### config.mk
export PLATFORM = sky130hd
export DESIGN_NAME = data_align
export DESIGN_NICKNAME = d
export VERILOG_FILES = /design/src/source/mem_ctrl_pkg.sv /design/src/source/mem_bus_pkg.sv /design/src/source/data_align.sv
export SDC_FILE = /design/constraint.sdc
export NUM_CORES = 1
export LEC_CHECK = 0
export ABC_AREA = 1
export BUFFER_PORTS_ARGS = -buffer_cell sky130_fd_sc_hd__clkbuf_2
export CAP_MARGIN = 5
export CORE_AREA = 2 2 144 146
export DETAILED_ROUTE_END_ITERATION = 6
export DIE_AREA = 0 0 146 148
export SLEW_MARGIN = 20
export SYNTH_ARGS = -nofsm -noshare
export SYNTH_HDL_FRONTEND = slang
export SYNTH_SLANG_ARGS = --single-unit
### constraint.sdc
create_clock -name vclk -period 1.4
set_input_delay 0.21 -clock vclk [all_inputs]
set_output_delay 0.21 -clock vclk [all_outputs]
set_load 0.03 [all_outputs]
### src/source/mem_ctrl_pkg.sv
package mem_ctrl_pkg;

    // access width of a load or store
    typedef enum logic [1:0] {
        SIZE_B = 2'b00,
        SIZE_H = 2'b01,
        SIZE_W = 2'b10,
        SIZE_D = 2'b11
    } mem_size_e;

    // arbiter sequencing
    typedef enum logic [1:0] {
        ARB_IDLE   = 2'b00,
        ARB_ACCESS = 2'b01,
        ARB_RESP   = 2'b10
    } arb_state_e;

    // master currently owning the sram
    typedef enum logic {
        GNT_FETCH = 1'b0,
        GNT_LSU   = 1'b1
    } grant_e;

    // access latency in clock edges
    typedef logic [3:0] lat_t;

    // cached main memory window, upper bound exclusive
    localparam logic [31:0] MAIN_BASE  = 32'h8000_0000;
    localparam logic [31:0] MAIN_LIMIT = 32'h8800_0000;

endpackage

### src/source/mem_bus_pkg.sv
package mem_bus_pkg;

    typedef logic [31:0] addr_t;
    typedef logic [63:0] data_t;
    typedef logic [7:0]  strb_t;
    typedef logic [31:0] inst_t;

    // fetch master, read only
    typedef struct packed {
        logic  valid;
        addr_t addr;
    } fetch_req_t;

    typedef struct packed {
        logic  done;
        inst_t inst;
    } fetch_rsp_t;

    // load/store master
    typedef struct packed {
        logic                    valid;
        logic                    write;
        mem_ctrl_pkg::mem_size_e size;
        logic                    is_unsigned;
        addr_t                   addr;
        data_t                   wdata;
    } lsu_req_t;

    typedef struct packed {
        logic  done;
        data_t rdata;
    } lsu_rsp_t;

    // one sram access, idx counts 64-bit words
    typedef struct packed {
        logic  en;
        logic  we;
        addr_t idx;
        strb_t strb;
        data_t wdata;
    } sram_req_t;

endpackage

### src/source/data_align.sv
`timescale 1ns/100ps

module data_align (
    input  mem_ctrl_pkg::grant_e    gnt_i,
    input  mem_bus_pkg::fetch_req_t fetch_req_i,
    input  mem_bus_pkg::lsu_req_t   lsu_req_i,
    input  mem_bus_pkg::data_t      sram_rdata_i,
    output mem_bus_pkg::strb_t      lane_strb_o,
    output mem_bus_pkg::data_t      lane_wdata_o,
    output mem_bus_pkg::data_t      load_data_o,
    output mem_bus_pkg::inst_t      inst_o
);
    import mem_bus_pkg::*;
    import mem_ctrl_pkg::*;

    logic [2:0] byte_off;
    strb_t      size_mask;
    data_t      rd_shift;

    assign byte_off = lsu_req_i.addr[2:0];

    // ****************************************
    // store side
    // ****************************************
    // replicate the data so every legal offset finds it in its lane
    always_comb begin
        case (lsu_req_i.size)
            SIZE_B: begin
                size_mask    = 8'h01;
                lane_wdata_o = {8{lsu_req_i.wdata[7:0]}};
            end
            SIZE_H: begin
                size_mask    = 8'h03;
                lane_wdata_o = {4{lsu_req_i.wdata[15:0]}};
            end
            SIZE_W: begin
                size_mask    = 8'h0f;
                lane_wdata_o = {2{lsu_req_i.wdata[31:0]}};
            end
            default: begin
                size_mask    = 8'hff;
                lane_wdata_o = lsu_req_i.wdata;
            end
        endcase
        // fetches never write
        if (gnt_i == GNT_LSU && lsu_req_i.write) begin
            lane_strb_o = size_mask << byte_off;
        end else begin
            lane_strb_o = '0;
        end
    end

    // ****************************************
    // load side
    // ****************************************
    assign rd_shift = sram_rdata_i >> {byte_off, 3'b000};

    always_comb begin
        case (lsu_req_i.size)
            SIZE_B: begin
                load_data_o = lsu_req_i.is_unsigned ? {56'b0, rd_shift[7:0]}
                                                    : {{56{rd_shift[7]}}, rd_shift[7:0]};
            end
            SIZE_H: begin
                load_data_o = lsu_req_i.is_unsigned ? {48'b0, rd_shift[15:0]}
                                                    : {{48{rd_shift[15]}}, rd_shift[15:0]};
            end
            SIZE_W: begin
                load_data_o = lsu_req_i.is_unsigned ? {32'b0, rd_shift[31:0]}
                                                    : {{32{rd_shift[31]}}, rd_shift[31:0]};
            end
            default: begin
                load_data_o = rd_shift;
            end
        endcase
    end

    // addr bit 2 picks the instruction half
    assign inst_o = fetch_req_i.addr[2] ? sram_rdata_i[63:32] : sram_rdata_i[31:0];

endmodule

==> flow_summary.yaml, run 1 <==
global_routing:
  globalRouteMet3Util_pct: 1.48
  grt_max_degree: 42
  gr-max-usage-layer: "met2"
  grt_overflow: 0
  track_usage_pct: 21.2
  grt_use_met2_pct: 32.6
  grt_pass1_vias: 6426
  antenna_found_initial: 0
  grt_pass1_wl_um: 36900
  met1_usage_pct: 31.9
die:
  die_w_um: 146
  coreArea_um2: 20000
  rows: 52
  initial_core_util_pct: 18.2
  dieArea_um2: 21600
  ioPinCount: 367
  die_height_um: 148
timing:
  holdWs_ps: 732
  rsz0062_at_grt: "yes"
  fmax_ghz: 0.570
  slew_viol_final: 0
  finalCritPeriodShare_pct: 125
  setup_viol: 106
  finalWorstSetupSlack_ps: -353
  slew_headroom_pct: 68.2
  worst_pin_slew_ps: 472
  finalSetupTns_ps: -22570
  hold_viol: 0
  finalCriticalPeriod_ps: 1750
finish:
  seq_cell_count: 0
  n_clock_buffer: 0
  fin_cells: 1460
  antenna_cells: 0
  regArea_um2: 0
  post-route-util_pct: 48.8
  layout-drive-gt1-share_pct: 62.9
  area_growth_pct: 168
  fin_nets: 1391
min_path:
  hold_depth: 2
  hold_class: "in2out"
routing:
  drc: 0
  drt_iter0_drc: 529
  wl_per_cell_um: 18.6
  first_pass_iters: 5
  vias_per_cell: 4.89
  vias: 7137
  antenna_left: 0
  routed_wl_um: 27100
yosys:
  synth_cell_type_count: 28
  synth_area_per_cell_um2: 4.78
  synth_top_area_share_pct: 27.1
  synth_area_um2: 3650
  post-synth-top-count-cell: "nand2_1"
  synth_area_leader_cell: "nand2_1"
  yosys_warnings: 0
  synth_nets: 964
  seq_area_frac_synth_pct: 0
  ys_top_cells_by_count: "nand2_1, o21ai_0, inv_1, nand3_1, nor2_1"
  ys_top_cells_by_area: "nand2_1, o21ai_0, nand3_1"
  synth_cells: 765
cts:
  ctsHoldBuffers: 0
setup_path:
  crit_path_end_kind: "output port"
  crit_chain: "buf_12 > buf_12 > buf_8 > nor2_4 > nand3_2 > nand2_4 > nand2_8 > buf_6 > nand4_1 > clkbuf_8"
  cp_top_family: "buffers and inverters"
  worstPathRequired_ps: 1190
  crit_fanout: 8
  worst-path-stages: 10
  cpPeakStageDelay_ps: 190
  startpoint_type: "primary input"
  crit_type: "in2out"
  slowest_stage: "clkbuf_8"
  path_buf_inv: 5
  arrival_ps: 1540
  cp_common_cell: "buf_12"
run_status:
  violations: "negative setup slack"
  status: "finished, violations left"
job:
  drv_cap: 0
power:
  vdd_drop_max_v: 0.000189
  p_int_mw: 2.06
  p_per_area_nw_per_um2: 481
  switching_share_pct: 56.3
  p_clk_share_pct: 0
  finalPower_mw: 4.70
  p_seq_share_pct: 0
  p_sw_mw: 2.65
  pwr-share-comb_pct: 100.0
  p_leak_nw: 4.99
placed_design:
  portBuffers: 305
  dp_hpwl_um: 19200
  placedCellCount: 1405
  place_congestion: 0.894
[kinds of logic (layout without fill, tap and decap cells)]
group	Yosys count	after routing	share of synthesized area (%)
buffers and inverters	147	572	20.2
AOI/OAI and AO/OA	206	206	30.9
muxes	5	5	1.51
and+or+nand+nor	407	407	47.4
[power by group through the flow]
stage / combinational [mW] / clock, mW / sequential (mW)
2_1_floorplan: 2.07 / 0 / 0
3_3_place_gp: 3.33 / 0 / 0
3_5_place_dp: 3.34 / 0 / 0
4_1_cts: 4.04 / 0 / 0
5_1_grt: 4.93 / 0 / 0
6_report: 4.70 / 0 / 0
[stage by stage]
stage          cell area [um^2]  setup slack, ps
2_1_floorplan              4110             -163
3_3_place_gp               6730             -583
3_5_place_dp               6730             -600
4_1_cts                    8350             -350
5_1_grt                    9780             -411
6_report                   9780             -353
[timing repair]
action,4_1_cts,5_1_grt
gates resized for setup,329,371
cloned,10,13
setup buffers,15,19
setup endpoints to repair,127,114
pin swaps,43,69
[placed cells by master (no fill, tap or decap), types with 16 or more instances in the layout]
cell type and instances:
a21oi_1 21, buf_12 28, buf_4 127, buf_6 52
buf_8 33, clkbuf_16 16, clkbuf_2 180, clkbuf_8 45
inv_1 60, nand2_1 175, nand2_2 50, nand2_4 35
nand3_1 36, nand3_2 16, nand4_1 32, nor2_1 18
nor2_4 20, o211ai_1 25, o21ai_1 57, o21ai_2 45
[worst paths after layout]
path     startpoint              end  slack (ps)
max   lsu_req_i[64]  load_data_o[39]        -350
min    lsu_req_i[4]  lane_wdata_o[4]         730
[per-layer routing]
layer,vias to the layer above,share of wire [%]
li1,3425,-
met1,3320,45
met2,335,45
met3,57,6.7
met4,0,3.1
met5,-,0
[final cells by class]
| cell class | instances | area (um^2) |
|---|---|---|
| fill | 1954 | 10300 |
| tap | 270 | 338 |
| inverter | 72 | 328 |
| multi-input combinational | 618 | 4240 |
| timing repair buffer | 500 | 4870 |
(Power assumes the default switching activity.)
==> inputs of run 2 (changes only) <==
--- a/config.mk
+++ b/config.mk
@@ -5,12 +5,11 @@
 export SDC_FILE = /design/constraint.sdc
 export NUM_CORES = 1
 export LEC_CHECK = 0
-export ABC_AREA = 1
 export BUFFER_PORTS_ARGS = -buffer_cell sky130_fd_sc_hd__clkbuf_2
 export CAP_MARGIN = 5
-export CORE_AREA = 2 2 144 146
+export CORE_AREA = 2 2 142 144
 export DETAILED_ROUTE_END_ITERATION = 6
-export DIE_AREA = 0 0 146 148
+export DIE_AREA = 0 0 144 146
 export SLEW_MARGIN = 20
 export SYNTH_ARGS = -nofsm -noshare
 export SYNTH_HDL_FRONTEND = slang
==> flow_summary.yaml, run 2 <==
run_status:
  status: "finished, violations left"
  violations: "negative setup slack"
power:
  finalPower_mw: 4.97
  p_clk_share_pct: 0
  vdd_drop_max_v: 0.000305
  p_leak_nw: 5.05
  switching_share_pct: 49.5
  p_seq_share_pct: 0
  p_int_mw: 2.51
  pwr-share-comb_pct: 100.0
  p_sw_mw: 2.46
  p_per_area_nw_per_um2: 477
min_path:
  hold_class: "in2out"
  hold_depth: 3
finish:
  multi_input_area_um2: 4610
  antenna_cells: 0
  fin_nets: 1133
  fin_area_um2: 10400
  n_clock_buffer: 0
  regArea_um2: 0
  post-route-util_pct: 53.9
  seq_cell_count: 0
  layout-drive-gt1-share_pct: 82.7
  num-fill-cells: 1629
  final_common_cell: "clkbuf_2"
  final_cell_mix: "clkbuf_2, buf_4, buf_8, mux2_4, clkbuf_8"
  area_growth_pct: 168
  fin_cells: 1197
routing:
  drt_iter0_drc: 320
  vias_per_cell: 5.05
  drc: 0
  antenna_left: 0
  first_pass_iters: 5
  routed_wl_um: 25900
  wl_per_cell_um: 21.6
  vias: 6048
setup_path:
  cpPeakStageDelay_ps: 260
  slowest_stage: "a22oi_2"
  worst-path-stages: 9
  startpoint_type: "primary input"
  crit_chain: "buf_12 > mux2i_4 > buf_6 > a22oi_2 > nand4_4 > buf_12 > buf_16 > nand4_1 > clkbuf_8"
  cp_top_family: "buffers and inverters"
  cp_common_cell: "buf_12"
  crit_type: "in2out"
  crit_fanout: 9
  worstPathRequired_ps: 1190
  crit_path_end_kind: "output port"
  path_buf_inv: 5
  arrival_ps: 1730
die:
  ioPinCount: 367
  coreArea_um2: 19300
  initial_core_util_pct: 20.1
  die_w_um: 144
  rows: 51
  dieArea_um2: 21000
  die_height_um: 146
yosys:
  synthSimpleGateAreaFrac_pct: 22.3
  synth_area_um2: 3890
  seq_area_frac_synth_pct: 0
  ys_top_cells_by_count: "mux2_2, mux2i_1, nand2_1, nand4_1, mux4_2"
  yosys_warnings: 0
  synth_top_family_by_area: "multiplexers"
  synth_area_per_cell_um2: 8.46
  synth_adder_area_share_pct: 0
  synth_area_leader_cell: "mux2_2"
  ys_top_cells_by_area: "mux2_2, mux4_2, mux2i_1"
  synth.area.mux_share_pct: 54.7
  synth_xor_xnor_area_share_pct: 0
  synth-compound-area-share_pct: 11.2
  synth_cell_type_count: 46
  synth_nets: 659
  post-synth-top-count-cell: "mux2_2"
  synth_cells: 460
  synth_top_area_share_pct: 24.3
timing:
  slew_headroom_pct: 68.5
  setup_viol: 122
  finalSetupTns_ps: -38750
  hold_viol: 0
  fmax_ghz: 0.514
  slew_viol_final: 0
  worst_pin_slew_ps: 471
  holdWs_ps: 746
  rsz0062_at_grt: "yes"
  finalCritPeriodShare_pct: 139
  finalWorstSetupSlack_ps: -545
  finalCriticalPeriod_ps: 1940
global_routing:
  grt_pass1_wl_um: 36600
  grt_overflow: 0
  track_usage_pct: 22.2
  grt_pass1_vias: 6260
  grt_max_degree: 24
  antenna_found_initial: 0
placed_design:
  dp_hpwl_um: 16800
  place_ws_ps: -676
  portBuffers: 305
  placedCellCount: 1109
  place_congestion: 0.867
  post_dp_cell_area_um2: 7190
cts:
  ctsHoldBuffers: 0
job:
  drv_cap: 0
==> run 2: cell types whose count changed after synthesis, moves of 37 or more <==
cell     delta
inv_1      -61
mux2_2     +80
nand3_1    -37
mux2i_1    +55
nand2_1   -229
o21ai_0    -97
==> run 2: logic make-up (layout without fill, tap and decap cells) <==
family	after synthesis	after routing
muxes	168	168
buffers and inverters	67	539
and+or+nand+nor	159	159
AOI/OAI and AO/OA	66	66
==> run 2: final cells by class <==
| cell class | count | area share, % |
|---|---|---|
| well taps | 265 | 3.18 |
| multi-input cells | 393 | 44.2 |
| repair buffers | 536 | 52.5 |
| inverters | 3 | 0.108 |
==> run 2: power groups by stage <==
stage	Combinational (mW)	Clock, mW	Sequential (mW)
floorplan	2.31	0	0
global placement	3.45	0	0
detailed placement	3.47	0	0
CTS	4.60	0	0
global route	5.16	0	0
finish	4.97	0	0
==> run 2: repair_timing <==
| action | 4_1_cts | 5_1_grt |
|---|---|---|
| pin swaps | 32 | 31 |
| resized for setup | 423 | 151 |
| gates cloned | 19 | 2 |
| setup buffers | 56 | 26 |
| endpoints found under the setup margin | 126 | 127 |
| endpoints found under the hold margin | 0 | 0 |
==> run 2: tightest hold or removal path, delay by kind of cell <==
family / cells / cell delay [ps]
buffers and inverters: 2 / 180
muxes: 1 / 140
==> run 2: routing by layer <==
| metal | vias up | global-route usage [%] | part of all wire [%] | routed length, um |
|---|---|---|---|---|
| li1 | 2720 | - | - | - |
| met1 | 2944 | 27.8 | 39 | 10100 |
| met2 | 314 | 39.3 | 51 | 13200 |
| met3 | 70 | 2.96 | 6.7 | 1750 |
| met4 | 0 | 6.52 | 3.3 | 852 |
| met5 | - | 0 | 0 | 0 |
==> run 2: worst paths after layout <==
kind           from                to  slack (ps)
max   lsu_req_i[65]   load_data_o[54]        -540
min   lsu_req_i[33]  lane_wdata_o[33]         750
