**config.mk**
```make
export PLATFORM = sky130hd
export DESIGN_NAME = bus_arbiter_fsm
export DESIGN_NICKNAME = d
export VERILOG_FILES = /design/src/source/mem_ctrl_pkg.sv /design/src/source/mem_bus_pkg.sv /design/src/source/bus_arbiter_fsm.sv
export SDC_FILE = /design/constraint.sdc
export NUM_CORES = 1
export LEC_CHECK = 0
export ABC_CLOCK_PERIOD_IN_PS = 1100
export BUFFER_PORTS_ARGS = -buffer_cell sky130_fd_sc_hd__buf_2
export CAP_MARGIN = 20
export CORE_AREA = 2 2 123 125
export DETAILED_ROUTE_END_ITERATION = 12
export DIE_AREA = 0 0 125 127
export PLACE_DENSITY_LB_ADDON = 0.05
export REMOVE_ABC_BUFFERS = 1
export SYNTH_ARGS = -nofsm -noshare
export SYNTH_HDL_FRONTEND = slang
export SYNTH_SLANG_ARGS = --single-unit
```
**constraint.sdc**
```tcl
create_clock -name clk -period 1.1 [get_ports clk]
set_input_delay 0.055 -clock clk [delete_from_list [all_inputs] [get_ports clk]]
set_output_delay 0.055 -clock clk [all_outputs]
set_load 0.05 [all_outputs]
```
**src/source/mem_ctrl_pkg.sv**
```systemverilog
package mem_ctrl_pkg;

    // access width of a load or store
    typedef enum logic [1:0] {
        SIZE_B = 2'b00,
        SIZE_H = 2'b01,
        SIZE_W = 2'b10,
        SIZE_D = 2'b11
    } mem_size_e;

    // arbiter sequencing
    typedef enum logic [1:0] {
        ARB_IDLE   = 2'b00,
        ARB_ACCESS = 2'b01,
        ARB_RESP   = 2'b10
    } arb_state_e;

    // master currently owning the sram
    typedef enum logic {
        GNT_FETCH = 1'b0,
        GNT_LSU   = 1'b1
    } grant_e;

    // access latency in clock edges
    typedef logic [3:0] lat_t;

    // cached main memory window, upper bound exclusive
    localparam logic [31:0] MAIN_BASE  = 32'h8000_0000;
    localparam logic [31:0] MAIN_LIMIT = 32'h8800_0000;

endpackage

```
**src/source/mem_bus_pkg.sv**
```systemverilog
package mem_bus_pkg;

    typedef logic [31:0] addr_t;
    typedef logic [63:0] data_t;
    typedef logic [7:0]  strb_t;
    typedef logic [31:0] inst_t;

    // fetch master, read only
    typedef struct packed {
        logic  valid;
        addr_t addr;
    } fetch_req_t;

    typedef struct packed {
        logic  done;
        inst_t inst;
    } fetch_rsp_t;

    // load/store master
    typedef struct packed {
        logic                    valid;
        logic                    write;
        mem_ctrl_pkg::mem_size_e size;
        logic                    is_unsigned;
        addr_t                   addr;
        data_t                   wdata;
    } lsu_req_t;

    typedef struct packed {
        logic  done;
        data_t rdata;
    } lsu_rsp_t;

    // one sram access, idx counts 64-bit words
    typedef struct packed {
        logic  en;
        logic  we;
        addr_t idx;
        strb_t strb;
        data_t wdata;
    } sram_req_t;

endpackage

```
**src/source/bus_arbiter_fsm.sv**
```systemverilog
`timescale 1ns/100ps

module bus_arbiter_fsm #(
    parameter int SRAM_WORDS = 256
) (
    input  logic                    clk,
    input  logic                    arst_n_i,
    input  mem_bus_pkg::fetch_req_t fetch_req_i,
    input  mem_bus_pkg::lsu_req_t   lsu_req_i,
    input  mem_bus_pkg::strb_t      lane_strb_i,
    input  mem_bus_pkg::data_t      lane_wdata_i,
    input  logic                    expire_i,
    output logic                    timer_start_o,
    output logic                    timer_dev_o,
    output mem_bus_pkg::sram_req_t  sram_req_o,
    output mem_ctrl_pkg::grant_e    gnt_o,
    output logic                    fetch_done_o,
    output logic                    lsu_done_o
);
    import mem_bus_pkg::*;
    import mem_ctrl_pkg::*;

    arb_state_e state_q;
    arb_state_e state_d;
    grant_e     gnt_q;
    grant_e     gnt_d;
    addr_t      pick_addr;
    addr_t      gnt_addr;
    logic       any_valid;
    logic       issue;

    // ****************************************
    // grant, load/store first
    // ****************************************
    assign any_valid = lsu_req_i.valid | fetch_req_i.valid;
    assign gnt_d     = lsu_req_i.valid ? GNT_LSU : GNT_FETCH;
    assign pick_addr = lsu_req_i.valid ? lsu_req_i.addr : fetch_req_i.addr;

    always_comb begin
        state_d = state_q;
        case (state_q)
            ARB_IDLE: begin
                if (any_valid) begin
                    state_d = ARB_ACCESS;
                end
            end
            ARB_ACCESS: begin
                if (expire_i) begin
                    state_d = ARB_RESP;
                end
            end
            default: begin
                state_d = ARB_IDLE;
            end
        endcase
    end

    always_ff @(posedge clk or negedge arst_n_i) begin
        if (!arst_n_i) begin
            state_q <= ARB_IDLE;
            gnt_q   <= GNT_FETCH;
        end else begin
            state_q <= state_d;
            if (state_q == ARB_IDLE && any_valid) begin
                gnt_q <= gnt_d;
            end
        end
    end

    // region decode, anything outside the window is device space
    assign timer_start_o = (state_q == ARB_IDLE) && any_valid;
    assign timer_dev_o   = (pick_addr < MAIN_BASE) || (pick_addr >= MAIN_LIMIT);

    // ****************************************
    // sram access on expiry
    // ****************************************
    assign gnt_addr = (gnt_q == GNT_LSU) ? lsu_req_i.addr : fetch_req_i.addr;
    assign issue    = (state_q == ARB_ACCESS) && expire_i;

    always_comb begin
        sram_req_o.en    = issue;
        sram_req_o.we    = issue && (gnt_q == GNT_LSU) && lsu_req_i.write;
        // both regions alias onto the same words
        sram_req_o.idx   = addr_t'(gnt_addr[31:3] % SRAM_WORDS);
        sram_req_o.strb  = lane_strb_i;
        sram_req_o.wdata = lane_wdata_i;
    end

    assign gnt_o        = gnt_q;
    assign fetch_done_o = (state_q == ARB_RESP) && (gnt_q == GNT_FETCH);
    assign lsu_done_o   = (state_q == ARB_RESP) && (gnt_q == GNT_LSU);

endmodule

```
==> flow_summary.json, run 1 <==
{
  "status": "finished, violations left",
  "violations": "setup timing",
  "dr.pass1.iters": 2,
  "fill_cells": 1715,
  "critPathMaxFanout": 4,
  "cellLeakagePower_nw": 0.5094,
  "ios": 320,
  "synth_cell_types": 14,
  "crit_arrival_ps": 1270,
  "holdPathStages": 0,
  "synth_top_area_frac": 0.7257,
  "top_layer": "met4",
  "path_clk_slew_ps": 30,
  "cts_made_buffers": 3,
  "drtAntennaViolNets": 0,
  "crit-reg2reg-launch": "state_q[1]",
  "dp_hpwl_um": 14490,
  "antenna_found_initial": 0,
  "clkSinkCount": 3,
  "cts_tree": "built",
  "p_per_area_nw_per_um2": 2378,
  "cts.path.max_buffers": 2,
  "mostFrequentLayoutCells": "29 x buf_2, 24 x conb_1, 15 x buf_6, 9 x mux2_2, 7 x buf_4",
  "rr_worst_depth": 2,
  "worst_slack_ps": -225.8,
  "r2r-end": "gnt_o",
  "p_comb_frac": 0.703,
  "core_area_um2": 14420,
  "multi_input_area_um2": 312.8,
  "grt_pass1_wl_um": 16170,
  "p_sw_mw": 1.265,
  "fin_crit_ps": 1326,
  "synth_seq_cells": 3,
  "portBuffers": 46,
  "critPathTopFamily": "simple AND/OR/NAND/NOR gates",
  "yosysSeqAreaShare": 0.07481,
  "insertion_delay_ps": 220,
  "timing.hold.ws_ps": 115.4,
  "stdcell_count": 293,
  "total_power_mw": 2.723,
  "post-place-ws_ps": -86.42,
  "seqCellArea_um2": 76.32,
  "routed_wl_um": 14830,
  "place.gp.congestion": 0.7805,
  "post-route-period-util": 1.205,
  "final_util": 0.07937,
  "met2_length_um": 9393,
  "dieArea_um2": 15880,
  "diodes": 0,
  "worstPathRequired_ps": 1040,
  "clockPowerShare": 0.213,
  "die_w_um": 125,
  "core.rowCount": 44,
  "final_common_cell": "buf_2",
  "crit_buf_inv": 1,
  "cp_slowest_stage_delay_ps": 430,
  "start_kind": "flip-flop",
  "drive_gt1_frac": 0.6881,
  "vias_per_cell": 2.543,
  "grt_overflow": 0,
  "worst-r2r-setup-slack_ps": -20,
  "grt_use_total": 0.1787,
  "wirelength_met1_um": 866,
  "h-tree-depth": 1,
  "wl_met3_um": 4505,
  "synth_area_per_cell_um2": 8.092,
  "drcViolationCount": 0,
  "end_kind": "output pin",
  "crit_slowest_cell": "dfrtp_1",
  "tns_ps": -2308,
  "hp-start": "lane_wdata_i[12]",
  "pwr-share-seq": 0.083,
  "grt_start_max_net_pins": 10,
  "synthTopCellsByArea": "buf_4 73%, mux2_2 10%, dfrtp_1 7.5%",
  "crit_path_cell_trace": "and3b_2 > and3_4 > buf_8",
  "initial_utilization": 0.06957,
  "dpl_cell_area_um2": 877.1,
  "path_class": "flip-flop to output pin",
  "vias": 745,
  "fin_nets": 319,
  "grt_setup_unrepaired": "yes",
  "fmax_mhz": 754.3,
  "skew_ps": 0.9434,
  "dp.cells": 285,
  "die_h_um": 127,
  "wl_per_cell_um": 50.60,
  "synthesis.area_um2": 1003,
  "hold_class": "primary input to output pin",
  "setup_viol": 14,
  "syn_to_final_growth_pct": 14.09,
  "grt_pass1_vias": 661,
  "maxCapViolCount": 0,
  "hold_end": "sram_req_o[12]",
  "final_area_um2": 1145,
  "first_iter_violations": 50,
  "p_int_mw": 1.458,
  "slew_viol_final": 0,
  "synth_cells": 124,
  "root_buffer": "clkbuf_16",
  "hold_violations": 0,
  "synth_area_leader_cell": "buf_4",
  "vdd_ir_drop_max_mv": 0.3617,
  "yosys_warnings": 0,
  "swShare": 0.4644
}
==> sequential cells by signal, indices dropped and copies added, names as in the netlist <==
signal / flops
state_q: 2
gnt_o: 1
==> worst max-delay path by stage <==
stage | from | endpoint | slack [ps] | cells past startpoint
6_report | state_q[1] | sram_req_o[104] | -230 | 3
5_1_grt | gnt_o | sram_req_o[73] | -240 | 3
4_1_cts | state_q[1] | sram_req_o[104] | -220 | 3
3_5_place_dp | state_q[0] | gnt_o | -90 | 2
3_3_place_gp | gnt_o | sram_req_o[79] | -70 | 3
2_1_floorplan | state_q[0] | gnt_o | -1040 | 2
==> Yosys cell counts (all sizes together) <==
library cell,number
a31oi,1
and3,1
and3b,3
buf,98
conb,1
dfrtp,3
mux2,9
nor2,1
nor3,2
nor3b,2
nor4,1
or2,1
or4b,1
==> metal layers <==
| metal | global-route usage | vias to the layer above |
|---|---|---|
| met3 | 0.2638 | 4 |
| met5 | 0 | - |
| met4 | 0.02026 | 0 |
| met2 | 0.3996 | 208 |
| li1 | - | 242 |
| met1 | 0.02769 | 291 |
==> power groups by stage <==
| stage | clock network (mW) | logic (mW) | registers (mW) |
|---|---|---|---|
| 3_3_place_gp | 0 | 1.53 | 0.212 |
| 3_5_place_dp | 0 | 1.53 | 0.208 |
| 2_1_floorplan | 0 | 0.925 | 0.310 |
| 5_1_grt | 0.604 | 2.00 | 0.230 |
| 4_1_cts | 0.587 | 1.79 | 0.219 |
| 6_report | 0.581 | 1.91 | 0.227 |
==> timing repair <==
item / in CTS / in global routing
endpoints found under the hold margin: 3 / 0
cloned: 0 / 0
hold buffers: 1 / 0
gates resized for setup: 37 / 4
buffers inserted: 0 / 3
endpoints found under the setup margin: 16 / 17
pin swaps: 7 / 4
==> logic make-up after synthesis <==
family / count (synthesis) / share of synthesized area
compound gates: 1 / 0.006238
buf+inv: 98 / 0.7307
flops: 3 / 0.07481
mux: 9 / 0.1010
other cells: 1 / 0.003737
simple gates: 12 / 0.08355
==> area by class of cell <==
cell class | count | area share
clock buffer | 4 | 0.06885
multi-input combinational | 46 | 0.2732
sequential | 3 | 0.06667
tap | 184 | 0.2011
timing repair buffer | 56 | 0.3902
Note: power is estimated with default switching activity, not from simulation.
==> run 2, diff against run 1 <==
- MAX_ROUTING_LAYER: default -> met4
- SETUP_SLACK_MARGIN: default -> 0.15
==> flow_summary.json, run 2 (synthesis results as in run 1) <==
{
  "dp_hpwl_um": 14490,
  "end_kind": "output pin",
  "setup_viol": 13,
  "mostFrequentLayoutCells": "29 x buf_2, 24 x conb_1, 16 x buf_6, 9 x mux2_2, 6 x buf_4",
  "critPathTopFamily": "flip-flops",
  "worst_slack_ps": -198.8,
  "grt_overflow": 0,
  "drive_gt1_frac": 0.6944,
  "drcViolationCount": 0,
  "skew_ps": 0.7143,
  "grt_pass1_vias": 657,
  "cts.path.max_buffers": 2,
  "wl_per_cell_um": 50.60,
  "slew_viol_final": 0,
  "crit_buf_inv": 2,
  "diodes": 0,
  "clkSinkCount": 3,
  "maxCapViolCount": 0,
  "cts_tree": "built",
  "cellLeakagePower_nw": 0.5039,
  "dpl_cell_area_um2": 877.1,
  "cts_made_buffers": 3,
  "seqCellArea_um2": 76.32,
  "grt_start_max_net_pins": 10,
  "ios": 320,
  "hold_violations": 0,
  "post-route-period-util": 1.181,
  "antenna_found_initial": 0,
  "grt_pass1_wl_um": 16180,
  "vias": 709,
  "path_class": "flip-flop to output pin",
  "path_clk_slew_ps": 30,
  "dieArea_um2": 15880,
  "worst-r2r-setup-slack_ps": 10,
  "cp_slowest_stage_delay_ps": 350,
  "largest_register_ffs": 2,
  "dr.pass1.iters": 3,
  "crit_arrival_ps": 1240,
  "drtAntennaViolNets": 0,
  "cpMostUsedCell": "buf_6",
  "fmax_mhz": 769.9,
  "worstPathRequired_ps": 1040,
  "initial_utilization": 0.06957,
  "die_w_um": 125,
  "multi_input_area_um2": 320.3,
  "portBuffers": 46,
  "die_h_um": 127,
  "h-tree-depth": 1,
  "status": "finished, violations left",
  "p_per_area_nw_per_um2": 2353,
  "crit_path_cell_trace": "buf_6 > mux2_2 > buf_6",
  "top_register": "state_q",
  "vias_per_cell": 2.428,
  "routed_wl_um": 14770,
  "fin_nets": 318,
  "crit_slowest_cell": "dfrtp_1",
  "final_common_cell": "buf_2",
  "syn_to_final_growth_pct": 13.22,
  "core.rowCount": 44,
  "hold_class": "primary input to output pin",
  "fin_crit_ps": 1299,
  "first_iter_violations": 46,
  "root_buffer": "clkbuf_16",
  "violations": "setup timing",
  "vdd_ir_drop_max_mv": 0.3329,
  "core_area_um2": 14420,
  "place.gp.congestion": 0.7913,
  "critPathMaxFanout": 9,
  "start_kind": "flip-flop",
  "grt_use_total": 0.1840,
  "post-place-ws_ps": -86.42,
  "fill_cells": 1715,
  "total_power_mw": 2.673,
  "grt_setup_unrepaired": "yes",
  "dp.cells": 285,
  "insertion_delay_ps": 220,
  "final_area_um2": 1136,
  "stdcell_count": 292
}
==> run 2: cell types whose count changed in the layout (fill, tap and decap cells not counted), sizes merged <==
cell,delta
buf,-1
==> run 2: where the power goes <==
| part | leakage, nW | internal [mW] | switching (mW) |
|---|---|---|---|
| Clock | 0.0382 | 0.479 | 0.102 |
| Sequential | 0.0357 | 0.164 | 0.0538 |
| Combinational | 0.430 | 0.778 | 1.10 |
==> run 2: worst paths after layout <==
kind,start,end,cells past startpoint
min in group asynchronous,arst_n_i,state_q[1],2
worst max-delay path,gnt_o,sram_req_o[73],3
worst min-delay path,lane_wdata_i[10],sram_req_o[10],0
worst min register to register,state_q[0],state_q[1],1
max in group asynchronous,arst_n_i,state_q[0],2
worst max register to register,state_q[1],gnt_o,2
==> run 2: repair_timing <==
item | 4_1_cts | 5_1_grt
endpoints found under the setup margin | 17 | 17
hold buffers | 1 | 0
hold endpoints to repair | 3 | 0
pin swaps | 8 | 3
gates resized for setup | 42 | 2
setup buffers | 1 | 1
==> run 2: layer usage <==
metal	share of wire	global-route usage	vias to the layer above
li1	-	-	239
met3	0.31	0.2642	4
met5	0	-	-
met2	0.64	0.4003	204
met4	0.0026	0.01830	0
met1	0.055	0.02794	262
==> run 2: per-stage QoR <==
step	util	TNS, ps	hold slack, ps
floorplan	-	-6287	-240.6
global placement	0.06081	-726.2	-133.8
detailed placement	0.06081	-531.4	-137.7
CTS	0.07755	-2361	114.8
global route	0.07876	-2818	114.3
finish	0.07876	-2228	115.4
==> run 2: layout make-up <==
cell class | count | share of cell area
clock buffers | 4 | 0.06938
multi-input cells | 46 | 0.2819
flip-flops and latches | 3 | 0.06718
well taps | 184 | 0.2026
repair buffers | 55 | 0.3789
