<file path="src/source/mem_ctrl_pkg.sv">
package mem_ctrl_pkg;

    // access width of a load or store
    typedef enum logic [1:0] {
        SIZE_B = 2'b00,
        SIZE_H = 2'b01,
        SIZE_W = 2'b10,
        SIZE_D = 2'b11
    } mem_size_e;

    // arbiter sequencing
    typedef enum logic [1:0] {
        ARB_IDLE   = 2'b00,
        ARB_ACCESS = 2'b01,
        ARB_RESP   = 2'b10
    } arb_state_e;

    // master currently owning the sram
    typedef enum logic {
        GNT_FETCH = 1'b0,
        GNT_LSU   = 1'b1
    } grant_e;

    // access latency in clock edges
    typedef logic [3:0] lat_t;

    // cached main memory window, upper bound exclusive
    localparam logic [31:0] MAIN_BASE  = 32'h8000_0000;
    localparam logic [31:0] MAIN_LIMIT = 32'h8800_0000;

endpackage

</file>
<file path="src/source/access_timer.sv">
`timescale 1ns/100ps

module access_timer #(
    parameter mem_ctrl_pkg::lat_t MAIN_LATENCY = 4'd3,
    parameter mem_ctrl_pkg::lat_t DEV_LATENCY  = 4'd6
) (
    input  logic clk,
    input  logic arst_n_i,
    input  logic start_i,
    input  logic dev_i,
    output logic expire_o
);
    import mem_ctrl_pkg::*;

    // zero means idle
    lat_t cnt_q;

    always_ff @(posedge clk or negedge arst_n_i) begin
        if (!arst_n_i) begin
            cnt_q    <= '0;
            expire_o <= 1'b0;
        end else begin
            expire_o <= 1'b0;
            if (cnt_q != '0) begin
                // start is ignored while counting
                cnt_q <= cnt_q - 1'b1;
                if (cnt_q == lat_t'(1)) begin
                    expire_o <= 1'b1;
                end
            end else if (start_i) begin
                cnt_q <= dev_i ? DEV_LATENCY : MAIN_LATENCY;
            end
        end
    end

endmodule

</file>
<file path="config.mk">
export PLATFORM = sky130hd
export DESIGN_NAME = access_timer
export DESIGN_NICKNAME = d
export VERILOG_FILES = /design/src/source/mem_ctrl_pkg.sv /design/src/source/access_timer.sv
export SDC_FILE = /design/constraint.sdc
export NUM_CORES = 1
export LEC_CHECK = 0
export BUFFER_PORTS_ARGS = -buffer_cell sky130_fd_sc_hd__clkbuf_2
export CAP_MARGIN = 20
export CORE_AREA = 5 5 42 44
export CTS_BUF_LIST = sky130_fd_sc_hd__clkbuf_16
export CTS_CLUSTER_DIAMETER = 120
export DETAILED_ROUTE_END_ITERATION = 10
export DIE_AREA = 0 0 47 49
export PLACE_DENSITY = 0.31
export SLEW_MARGIN = 30
export SYNTH_ARGS = -nofsm -noshare
export SYNTH_HDL_FRONTEND = slang
export SYNTH_SLANG_ARGS = --single-unit
</file>
<file path="constraint.sdc">
create_clock -name clk -period 1.6 [get_ports clk]
set_input_delay 0.24 -clock clk [delete_from_list [all_inputs] [get_ports clk]]
set_output_delay 0.24 -clock clk [all_outputs]
set_load 0.03 [all_outputs]
</file>
==> impl_metrics.env, run 1 <==
export IMPL_syn_area_per_cell_um2=10.16
export IMPL_syn_area_um2=254.0
export IMPL_critical_path_slowest_cell="dfrtp_1"
export IMPL_max_incr_delay_on_cp_ns=0.39
export IMPL_run_status="complete, no violations"
export IMPL_dieHeight_um=49
export IMPL_insertedDiodeCount=0
export IMPL_hold_path_class="in2reg"
export IMPL_ys_warn_count=0
export IMPL_synth_cell_types=13
export IMPL_power_frac_seq_pct=28.2
export IMPL_arrival_ns=1.44
export IMPL_worst_ep_required_time_ns=1.69
export IMPL_cellInternalPower_mw=0.6123
export IMPL_vias_in_the_first_global_route=181
export IMPL_clock_sinks=5
export IMPL_coreArea_um2=1401
export IMPL_gr_total_overflow=0
export IMPL_detail_route_antenna_nets=0
export IMPL_global_route_usage_total_pct=4.873
export IMPL_drcViolationCount=0
export IMPL_grt_antenna_before_repair=0
export IMPL_cts_htree_levels=1
export IMPL_numPortBuffers=4
export IMPL_total_number_of_nets_in_the_final_design=41
export IMPL_route_detailed_vias_per_inst=4.080
export IMPL_count_of_vias_placed_by_the_detailed_router=204
export IMPL_total_negative_slack_for_setup_checks_ns=0
export IMPL_setup_viol_count_final=0
export IMPL_aggregate_routed_wire_length_um=445
export IMPL_cts_tree="built"
export IMPL_syn2layout_area_growth_pct=50.74
export IMPL_floorplan_die_width_um=47
export IMPL_clkPwrFrac_pct=46.2
export IMPL_ir_worst_vdd_uv=971.5
export IMPL_clkLatencyLatePin_ns=0.22
export IMPL_dp_hpwl_um=343.8
export IMPL_clk_pin_slew_ns=0.03
export IMPL_power_net_switching_mw=0.2515
export IMPL_initialDrtViolationCount=2
export IMPL_worst_path_buf_inv=1
export IMPL_wire_length_of_the_first_global_routing_pass_um=724
export IMPL_p_leak_nw=0.1903
export IMPL_max_cap_check_violation_count=0
export IMPL_gp_routability_congestion=0.6410
export IMPL_cts_max_path_buffers=2
export IMPL_hold_violation_count_in_the_final_report=0
export IMPL_synth_sequential_area_ratio_pct=49.26
export IMPL_final_min_clock_period_ns=1.349
export IMPL_numCtsBuffers=3
export IMPL_start_util_pct=18.13
export IMPL_min_period_over_period_pct=84.30
export IMPL_setup_repair_after_global_routing_missed_its_margin="no"
export IMPL_cts_repair_resized=0
export IMPL_syn_instance_count=25
export IMPL_io_pins=5
export IMPL_slew_limit_headroom_pct=75.08
export IMPL_criticalPathCategory="reg2reg"
export IMPL_fin_worst_skew_ns=0.0007003
export IMPL_slew_viol_final=0
export IMPL_timing_critical_path_max_delay_family="flip-flops"
export IMPL_wl_per_cell_um=8.900
export IMPL_critPathLaunchType="flip-flop"
export IMPL_floorplan_die_area_um2=2303
export IMPL_achievable_frequency_mhz=741.4
export IMPL_layout_drive_gt1_share_pct=23.53
export IMPL_cell_chosen_for_the_clock_root="clkbuf_16"
export IMPL_worst_slew_pin_transition_ns=0.3686
export IMPL_worst_setup_path_end_kind="flip-flop"
export IMPL_timing_critical_path_cells="inv_1 > ha_1 > nor4b_1 > o21ai_0"
export IMPL_count_of_filler_cells_inserted_in_the_layout=156
export IMPL_syn_nets=31
export IMPL_dr_pass1_iters=4
export IMPL_synth_seq_cells=5
export IMPL_path_max_fanout=6
export IMPL_comb_power_share_pct=25.6
export IMPL_std_cell_rows=14
export IMPL_pin_count_of_the_biggest_net_entering_global_routing=7
export IMPL_worst_hold_slack_ns=0.3168
export IMPL_switching_share_pct=29.12
export IMPL_power_density_nw_per_um2=2256
-- sequential cells by signal, indices dropped and copies added (netlist names) --
name,count
cnt_q,4
expire_o,1
-- cell usage after synthesis (all sizes together) --
| cell type | count | area share [%] |
|---|---|---|
| a21o | 2 | 5.9 |
| ha | 2 | 9.9 |
| a21oi | 1 | 2.0 |
| nor3b | 1 | 3.0 |
| nor4b | 2 | 6.9 |
| nand2 | 2 | 3.0 |
| inv | 3 | 4.4 |
| or3 | 1 | 2.5 |
| dfrtp | 5 | 49 |
| o21ai | 3 | 5.9 |
| nor2 | 1 | 1.5 |
| nand3 | 1 | 2.0 |
| nor3 | 1 | 3.9 |
-- layout by cell type (no fill, tap or decap) --
cell type and instances:
nand2_1 2, inv_1 4, o21ai_0 3, nor4b_1 2, a21oi_1 1, nor2_1 1, ha_1 2, nor3_2 1
or3_1 1, dfrtp_1 5, nor3b_1 1, clkbuf_16 3, nand3_1 1, dlygate4sd3_1 1, clkbuf_2 4, a21o_1 2
-- worst min-delay path, cell delays in order --
cell	delay, ns
clkbuf_2	0.09
nand2_1	0.04
o21ai_0	0.06
a21oi_1	0.07
-- path summary, 6_finish.rpt --
kind	slack [ns]	from	endpoint	cells past startpoint
max in group asynchronous	1.09	arst_n_i	cnt_q[0]	2
min	0.32	dev_i	cnt_q[0]	4
min in group asynchronous	0.38	arst_n_i	expire_o	2
min reg2reg	0.50	cnt_q[1]	cnt_q[1]	2
max reg2reg	0.25	cnt_q[0]	cnt_q[1]	4
max	0.25	cnt_q[0]	cnt_q[1]	4
-- layer usage --
layer  routed length, um  part of all wire (%)  track usage [%]
met4                   0                     0            2.765
met3                  52                    12            5.535
met1                 187                    42            4.878
met2                 205                    46            5.882
met5                   0                     0                0
-- logic make-up after synthesis --
| logic type | count (synthesis) | synth area share (%) |
|---|---|---|
| AO/OA/AOI/OAI | 6 | 13.79 |
| AND/OR/NAND/NOR | 9 | 22.66 |
| flip-flops | 5 | 49.26 |
| buffers and inverters | 3 | 4.433 |
| adder cells (fa/ha/maj) | 2 | 9.851 |
-- through the flow --
step	cells	worst slack [ns]	area (um^2)	total power, mW	utilization [%]
finish	50	0.2512	382.9	0.8639	27.32
global route	50	0.08062	382.9	0.9256	27.32
CTS	50	0.2222	382.9	0.8780	27.32
detailed placement	45	0.2363	294.0	0.4674	20.98
global placement	45	0.2221	294.0	0.4709	20.98
floorplan	25	0.4124	254.0	0.4121	-
-- power groups by stage --
stage	Clock, mW	Sequential, mW	Combinational, mW
after global routing	0.418	0.256	0.252
after CTS	0.408	0.245	0.226
after global placement	0	0.250	0.221
after floorplan	0	0.254	0.159
final	0.399	0.244	0.221
after detailed placement	0	0.246	0.221
-- cell type report --
cell class | instances | area [um^2] | area share (%)
inverters | 3 | 11.26 | 2.941
well taps | 16 | 20.02 | 5.229
multi-input cells | 17 | 117.6 | 30.72
clock buffers | 3 | 75.07 | 19.61
repair buffers | 5 | 30.03 | 7.843
clock inverters | 1 | 3.754 | 0.9804
flip-flops and latches | 5 | 125.1 | 32.68
-- repair_timing --
item | in CTS | in global routing
buffers inserted | 0 | 0
hold endpoints to repair | 5 | 0
hold buffers | 1 | 0
No activity file was read; power rests on OpenSTA's default activity.
==> inputs of run 2 (changes only) <==
Settings changed: ABC_AREA set to 1, PLACE_DENSITY 0.31 to 0.35.
Clock period 1.6 ns to 1.2 ns, I/O delays scaled along.
==> run 2 against run 1 <==
Global-route usage increased by 1.4 points. Clock-buffer cell count unchanged. Synthesized area increased by 11%. Critical path depth increased by 4. Worst hold slack got worse by 0.048 ns. Via count increased by 26%. Clock skew increased by 0.0010 ns. Synthesized cell count increased by 48%. Sequential share of layout area decreased by 2.4 points. Sequential power increased by 34%. Largest cell class is now multi-input gates. Highest routed layer is now met4.
==> impl_metrics.env, run 2 <==
export IMPL_drcViolationCount=0
export IMPL_aggregate_routed_wire_length_um=548
export IMPL_wl_per_cell_um=8.839
export IMPL_pre_cts_slack_ns=0.08666
export IMPL_synth_sequential_area_ratio_pct=44.44
export IMPL_gr_total_overflow=0
export IMPL_dr_wl_met2_um=294
export IMPL_path_max_fanout=4
export IMPL_start_util_pct=20.09
export IMPL_initialDrtViolationCount=1
export IMPL_final_min_clock_period_ns=1.113
export IMPL_std_cell_rows=14
export IMPL_insertedDiodeCount=0
export IMPL_route_detailed_vias_per_inst=4.145
export IMPL_gp_routability_congestion=0.7175
export IMPL_finalCoreUtilization_pct=29.46
export IMPL_count_of_vias_placed_by_the_detailed_router=257
export IMPL_slew_limit_headroom_pct=88.12
export IMPL_largest_registers="cnt_q: 4 flops, expire_o: 1 flops"
export IMPL_layoutNonFillerInstCount=62
export IMPL_largest_register="cnt_q"
export IMPL_clk_pin_slew_ns=0.03
export IMPL_timing_final_ws_setup_ns=0.08749
export IMPL_worst_ep_required_time_ns=1.37
export IMPL_wire_length_of_the_first_global_routing_pass_um=1007
export IMPL_largest_reg_flops=4
export IMPL_run_status="complete, no violations"
export IMPL_worst_slew_pin_transition_ns=0.1764
export IMPL_layout_commonest_cell="nand2_1"
export IMPL_critPathLaunchType="flip-flop"
export IMPL_numCtsBuffers=3
export IMPL_setup_repair_after_global_routing_missed_its_margin="no"
export IMPL_top_layer="met4"
export IMPL_synth_top_cell_by_area="dfrtp_1"
export IMPL_synth_top_cell_area_share_pct=44.44
export IMPL_total_number_of_nets_in_the_final_design=53
export IMPL_finish_instance_area_um2=412.9
export IMPL_max_cap_check_violation_count=0
export IMPL_vias_in_the_first_global_route=260
export IMPL_floorplan_die_width_um=47
export IMPL_grt_antenna_before_repair=0
export IMPL_total_negative_slack_for_setup_checks_ns=0
export IMPL_post_place_cells=57
export IMPL_cts_max_path_buffers=2
export IMPL_p_leak_nw=0.2327
export IMPL_global_route_usage_total_pct=6.290
export IMPL_dieHeight_um=49
export IMPL_clkLatencyLatePin_ns=0.23
export IMPL_floorplan_die_area_um2=2303
export IMPL_detail_route_wirelength_met1_um=205
export IMPL_worst_setup_path_end_kind="flip-flop"
export IMPL_layout_cells_most_common_list="12 x nand2_1, 8 x inv_1, 5 x dfrtp_1"
export IMPL_numPortBuffers=4
export IMPL_netlist_top_cells_area="dfrtp_1 44%, nand2_1 16%, inv_1 9.3%"
export IMPL_min_period_over_period_pct=92.71
export IMPL_synth_top_cells_by_count="12 x nand2_1, 7 x inv_1, 5 x dfrtp_1"
export IMPL_depth_of_the_worst_register_to_register_path=8
export IMPL_met3RoutedLength_um=27
export IMPL_cts_tree="built"
export IMPL_criticalPathCategory="reg2reg"
export IMPL_clock_sinks=5
export IMPL_count_of_filler_cells_inserted_in_the_layout=152
export IMPL_syn_area_um2=281.5
export IMPL_syn_area_per_cell_um2=7.609
export IMPL_hold_violation_count_in_the_final_report=0
export IMPL_min_delay_path_depth=4
export IMPL_power_density_nw_per_um2=3080
export IMPL_dr_pass1_iters=2
export IMPL_layout_drive_gt1_share_pct=21.74
export IMPL_number_of_enable_type_register_cells_in_the_synthesized_netlist=0
export IMPL_synth_cell_types=12
export IMPL_syn_nets=43
export IMPL_hold_path_class="in2reg"
export IMPL_syn2layout_area_growth_pct=46.67
export IMPL_arrival_ns=1.28
export IMPL_post_cts_repair_setup_buffers=0
export IMPL_cts_htree_levels=1
export IMPL_coreArea_um2=1401
export IMPL_synth_top_flop_cell="dfrtp_1"
export IMPL_syn_instance_count=37
export IMPL_pin_count_of_the_biggest_net_entering_global_routing=6
export IMPL_ys_warn_count=0
export IMPL_setup_viol_count_final=0
export IMPL_async_reset_ff_share_pct=100.0
export IMPL_slew_viol_final=0
export IMPL_synth_seq_cells=5
export IMPL_achievable_frequency_mhz=898.9
export IMPL_io_pins=5
export IMPL_detail_route_antenna_nets=0
export IMPL_fin_worst_skew_ns=0.001712
export IMPL_dp_hpwl_um=439.3
export IMPL_cell_chosen_for_the_clock_root="clkbuf_16"
export IMPL_ir_worst_vdd_uv=1010
export IMPL_post_dp_cell_area_um2=321.6
export IMPL_synth_most_common_cell="nand2_1"
## run 2: critical path: stages, from the launching register on
cell	delay, ns
dfrtp_1	0.38
inv_1	0.11
ha_2	0.22
inv_2	0.05
nor2_1	0.08
nand2_1	0.05
nand2_1	0.06
nand2_1	0.05
inv_1	0.05
## run 2: path summary, 6_finish.rpt
path | start | end | slack (ns)
hold reg to reg | cnt_q[3] | cnt_q[3] | 0.57
hold / removal | dev_i | cnt_q[0] | 0.27
setup / recovery | cnt_q[0] | cnt_q[2] | 0.09
setup reg to reg | cnt_q[0] | cnt_q[2] | 0.09
max in group asynchronous | arst_n_i | cnt_q[0] | 0.76
min in group asynchronous | arst_n_i | expire_o | 0.31
## run 2: final cells by class
type,count,area (um^2),share of cell area [%]
multi-input combinational,24,128.9,31.21
sequential,5,125.1,30.30
clock buffer,3,75.07,18.18
timing repair buffer,5,30.03,7.273
inverter,8,30.03,7.273
tap,16,20.02,4.848
clock inverter,1,3.754,0.9091
## run 2: kinds of logic (layout without fill, tap and decap cells)
| kind of cell | Yosys count | after routing | share of synthesized area [%] |
|---|---|---|---|
| adders and majority gates | 2 | 2 | 8.887 |
| and+or+nand+nor | 18 | 18 | 28.89 |
| AOI/OAI and AO/OA | 4 | 4 | 7.111 |
| buffers and inverters | 8 | 17 | 10.67 |
| DFF | 5 | 5 | 44.44 |
## run 2: power breakdown
part / switching [mW] / total, mW / internal [mW]
clock network: 0.109 / 0.541 / 0.431
registers: 0.0750 / 0.327 / 0.252
logic: 0.247 / 0.404 / 0.158
## run 2: metal layers
| metal | track usage [%] | vias to the layer above |
|---|---|---|
| met5 | 0 | - |
| met4 | 5.530 | 0 |
| met3 | 3.321 | 3 |
| met2 | 9.502 | 5 |
| met1 | 5.778 | 120 |
| li1 | - | 129 |
## run 2: timing repair
action                     in CTS  in global routing
hold buffers                    1                  0
setup endpoints to repair       0                  3
gates resized for setup         0                  1
hold endpoints to repair        5                  0
## run 2: stage by stage
| step | hold WS [ns] | power [mW] |
|---|---|---|
| after CTS | 0.2687 | 1.280 |
| after global routing | 0.3096 | 1.370 |
| after global placement | -0.001613 | 0.7260 |
| final | 0.2691 | 1.272 |
| after detailed placement | 0.007044 | 0.7258 |
| after floorplan | -0.1156 | 0.6333 |
==> inputs of run 3 (changes only) <==
Settings changed: CAP_MARGIN 20 to 10.
Clock period 1.2 ns to 1 ns, I/O delays scaled along.
==> run 3 against run 2 <==
Final area up 11%. Die area unchanged. Register-to-register slack lost 0.07 ns. Sequential share of layout area is 3.0 points lower. Clock power rose by 21%. Total power grew 36%. Final cell count grew 6.5%. Worst hold slack worse by 0.037 ns. Flip-flop and latch count unchanged. Non-clock buffer count increased by 4. Maximum frequency is 14% higher.
==> impl_metrics.env, run 3 (synthesis gave the netlist of run 2 again) <==
export IMPL_worst_ep_required_time_ns=1.17
export IMPL_p_leak_nw=0.2520
export IMPL_ir_worst_vdd_uv=1443
export IMPL_setup_viol_count_final=0
export IMPL_aggregate_routed_wire_length_um=597
export IMPL_io_pins=5
export IMPL_dp_hpwl_um=480.5
export IMPL_global_route_usage_total_pct=7.350
export IMPL_floorplan_die_area_um2=2303
export IMPL_layout_area_seq_um2=125.1
export IMPL_clkLatencyLatePin_ns=0.23
export IMPL_grt_peak_use_layer="met2"
export IMPL_worst_path_buf_inv=3
export IMPL_cts_tree="built"
export IMPL_route_detailed_vias_per_inst=4.061
export IMPL_hold_violation_count_in_the_final_report=0
export IMPL_achievable_frequency_mhz=1023
export IMPL_critical_path_slowest_cell="dfrtp_1"
export IMPL_cell_chosen_for_the_clock_root="clkbuf_16"
export IMPL_slew_viol_final=0
export IMPL_start_util_pct=20.09
export IMPL_setup_repair_after_global_routing_missed_its_margin="yes"
export IMPL_worst_hold_slack_ns=0.2318
export IMPL_min_delay_path_depth=4
export IMPL_power_density_nw_per_um2=3783
export IMPL_hold_start="dev_i"
export IMPL_worst_slew_pin_transition_ns=0.2240
export IMPL_cts_htree_levels=1
export IMPL_fin_worst_skew_ns=0.001146
export IMPL_grt_met2_usage_pct=9.729
export IMPL_layout_cells_most_common_list="12 x nand2_1, 6 x inv_1, 5 x dfrtp_1"
export IMPL_count_of_vias_placed_by_the_detailed_router=268
export IMPL_arrival_ns=1.15
export IMPL_timing_critical_path_max_delay_family="flip-flops"
export IMPL_insertedDiodeCount=0
export IMPL_setup_reg_to_reg_worst_slack_ns=0.02
export IMPL_hold_path_class="in2reg"
export IMPL_gp_routability_congestion=0.7708
export IMPL_timing_critical_path_cells="inv_2 > ha_4 > inv_4 > nor2_2 > nand2_1 > nand2_1 > nand2_1 > inv_1"
export IMPL_worst_r2r_endpoint="cnt_q[2]"
export IMPL_count_of_filler_cells_inserted_in_the_layout=153
export IMPL_layoutNonFillerInstCount=66
export IMPL_floorplan_die_width_um=47
export IMPL_slew_limit_headroom_pct=85.06
export IMPL_vias_in_the_first_global_route=272
export IMPL_numPortBuffers=4
export IMPL_grt_use_met1_pct=6.889
export IMPL_global_route_usage_met3_pct=3.321
export IMPL_depth_of_the_worst_register_to_register_path=8
export IMPL_std_cell_rows=14
export IMPL_layout_commonest_cell="nand2_1"
export IMPL_clock_sinks=5
export IMPL_crit_top_cell="nand2_1"
export IMPL_largest_reg_flops=4
export IMPL_path_max_fanout=4
export IMPL_max_incr_delay_on_cp_ns=0.38
export IMPL_wire_length_of_the_first_global_routing_pass_um=1083
export IMPL_numCtsBuffers=3
export IMPL_gr_total_overflow=0
export IMPL_wl_per_cell_um=9.045
export IMPL_initialDrtViolationCount=4
export IMPL_post_place_cells=60
export IMPL_coreArea_um2=1401
export IMPL_cts_max_path_buffers=2
export IMPL_final_min_clock_period_ns=0.9778
export IMPL_criticalPathCategory="reg2reg"
export IMPL_worst_setup_path_end_kind="flip-flop"
export IMPL_report_power_total_mw=1.732
export IMPL_largest_registers="cnt_q: 4 flops, expire_o: 1 flops"
export IMPL_syn2layout_area_growth_pct=62.67
export IMPL_dr_pass1_iters=2
export IMPL_clk_pin_slew_ns=0.03
export IMPL_max_cap_check_violation_count=0
export IMPL_pin_count_of_the_biggest_net_entering_global_routing=6
export IMPL_multiInputGateArea_um2=141.4
export IMPL_drcViolationCount=0
export IMPL_min_delay_worst_endpoint="cnt_q[0]"
export IMPL_regToRegStartpoint="cnt_q[1]"
export IMPL_total_number_of_nets_in_the_final_design=57
export IMPL_min_period_over_period_pct=97.78
export IMPL_dieHeight_um=49
export IMPL_critPathLaunchType="flip-flop"
export IMPL_largest_register="cnt_q"
export IMPL_run_status="complete, no violations"
export IMPL_layout_drive_gt1_share_pct=34.00
export IMPL_grt_antenna_before_repair=0
export IMPL_detail_route_antenna_nets=0
[run 3: final cells by class]
| class | count | area share (%) |
|---|---|---|
| Inverter | 8 | 7.104 |
| Sequential cell | 5 | 27.32 |
| Multi-Input combinational cell | 24 | 30.87 |
| Timing Repair Buffer | 9 | 13.11 |
| Clock buffer | 3 | 16.39 |
| Clock inverter | 1 | 0.8197 |
| Tap cell | 16 | 4.372 |
[run 3: timing repair]
item | 4_1_cts | 5_1_grt
setup endpoints to repair | 2 | 4
endpoints found under the hold margin | 5 | 0
hold buffers | 1 | 0
pin swaps | 0 | 3
buffers inserted | 0 | 1
resized for setup | 2 | 3
[run 3: layer usage]
layer  vias to the layer above  wire length, um
li1                        140                -
met1                       118              220
met2                         5              308
met3                         5               24
met4                         0               44
met5                         -                0
[run 3: how the worst max path moves through the flow]
stage                           to  slack, ns  cells past startpoint     start
after global placement    cnt_q[3]      -0.02                      5  cnt_q[1]
after floorplan           cnt_q[3]       0.02                      5  cnt_q[0]
final                     cnt_q[2]       0.02                      8  cnt_q[1]
after detailed placement  cnt_q[3]      -0.02                      5  cnt_q[1]
after CTS                 cnt_q[2]      0.008                      8  cnt_q[1]
after global routing      cnt_q[2]      -0.07                      8  cnt_q[1]
[run 3: through the flow]
step	area [um^2]	setup WS, ns	utilization [%]	TNS [ns]
floorplan	294.0	0.02104	-	0
global placement	356.6	-0.02255	25.45	-0.03861
detailed placement	356.6	-0.02259	25.45	-0.04345
CTS	445.4	0.008024	31.79	0
global route	457.9	-0.06560	32.68	-0.1261
finish	457.9	0.02222	32.68	0
[run 3: tightest hold or removal path, stage by stage]
cell      delay (ns)
clkbuf_2        0.09
nand2_1         0.04
o21ai_0         0.06
o21ai_1         0.07
[run 3: power breakdown]
part / leakage, nW / switching [mW] / internal, mW
registers: 0.0622 / 0.0878 / 0.302
logic: 0.148 / 0.364 / 0.326
clock network: 0.0423 / 0.134 / 0.518
total: 0.252 / 0.586 / 1.15
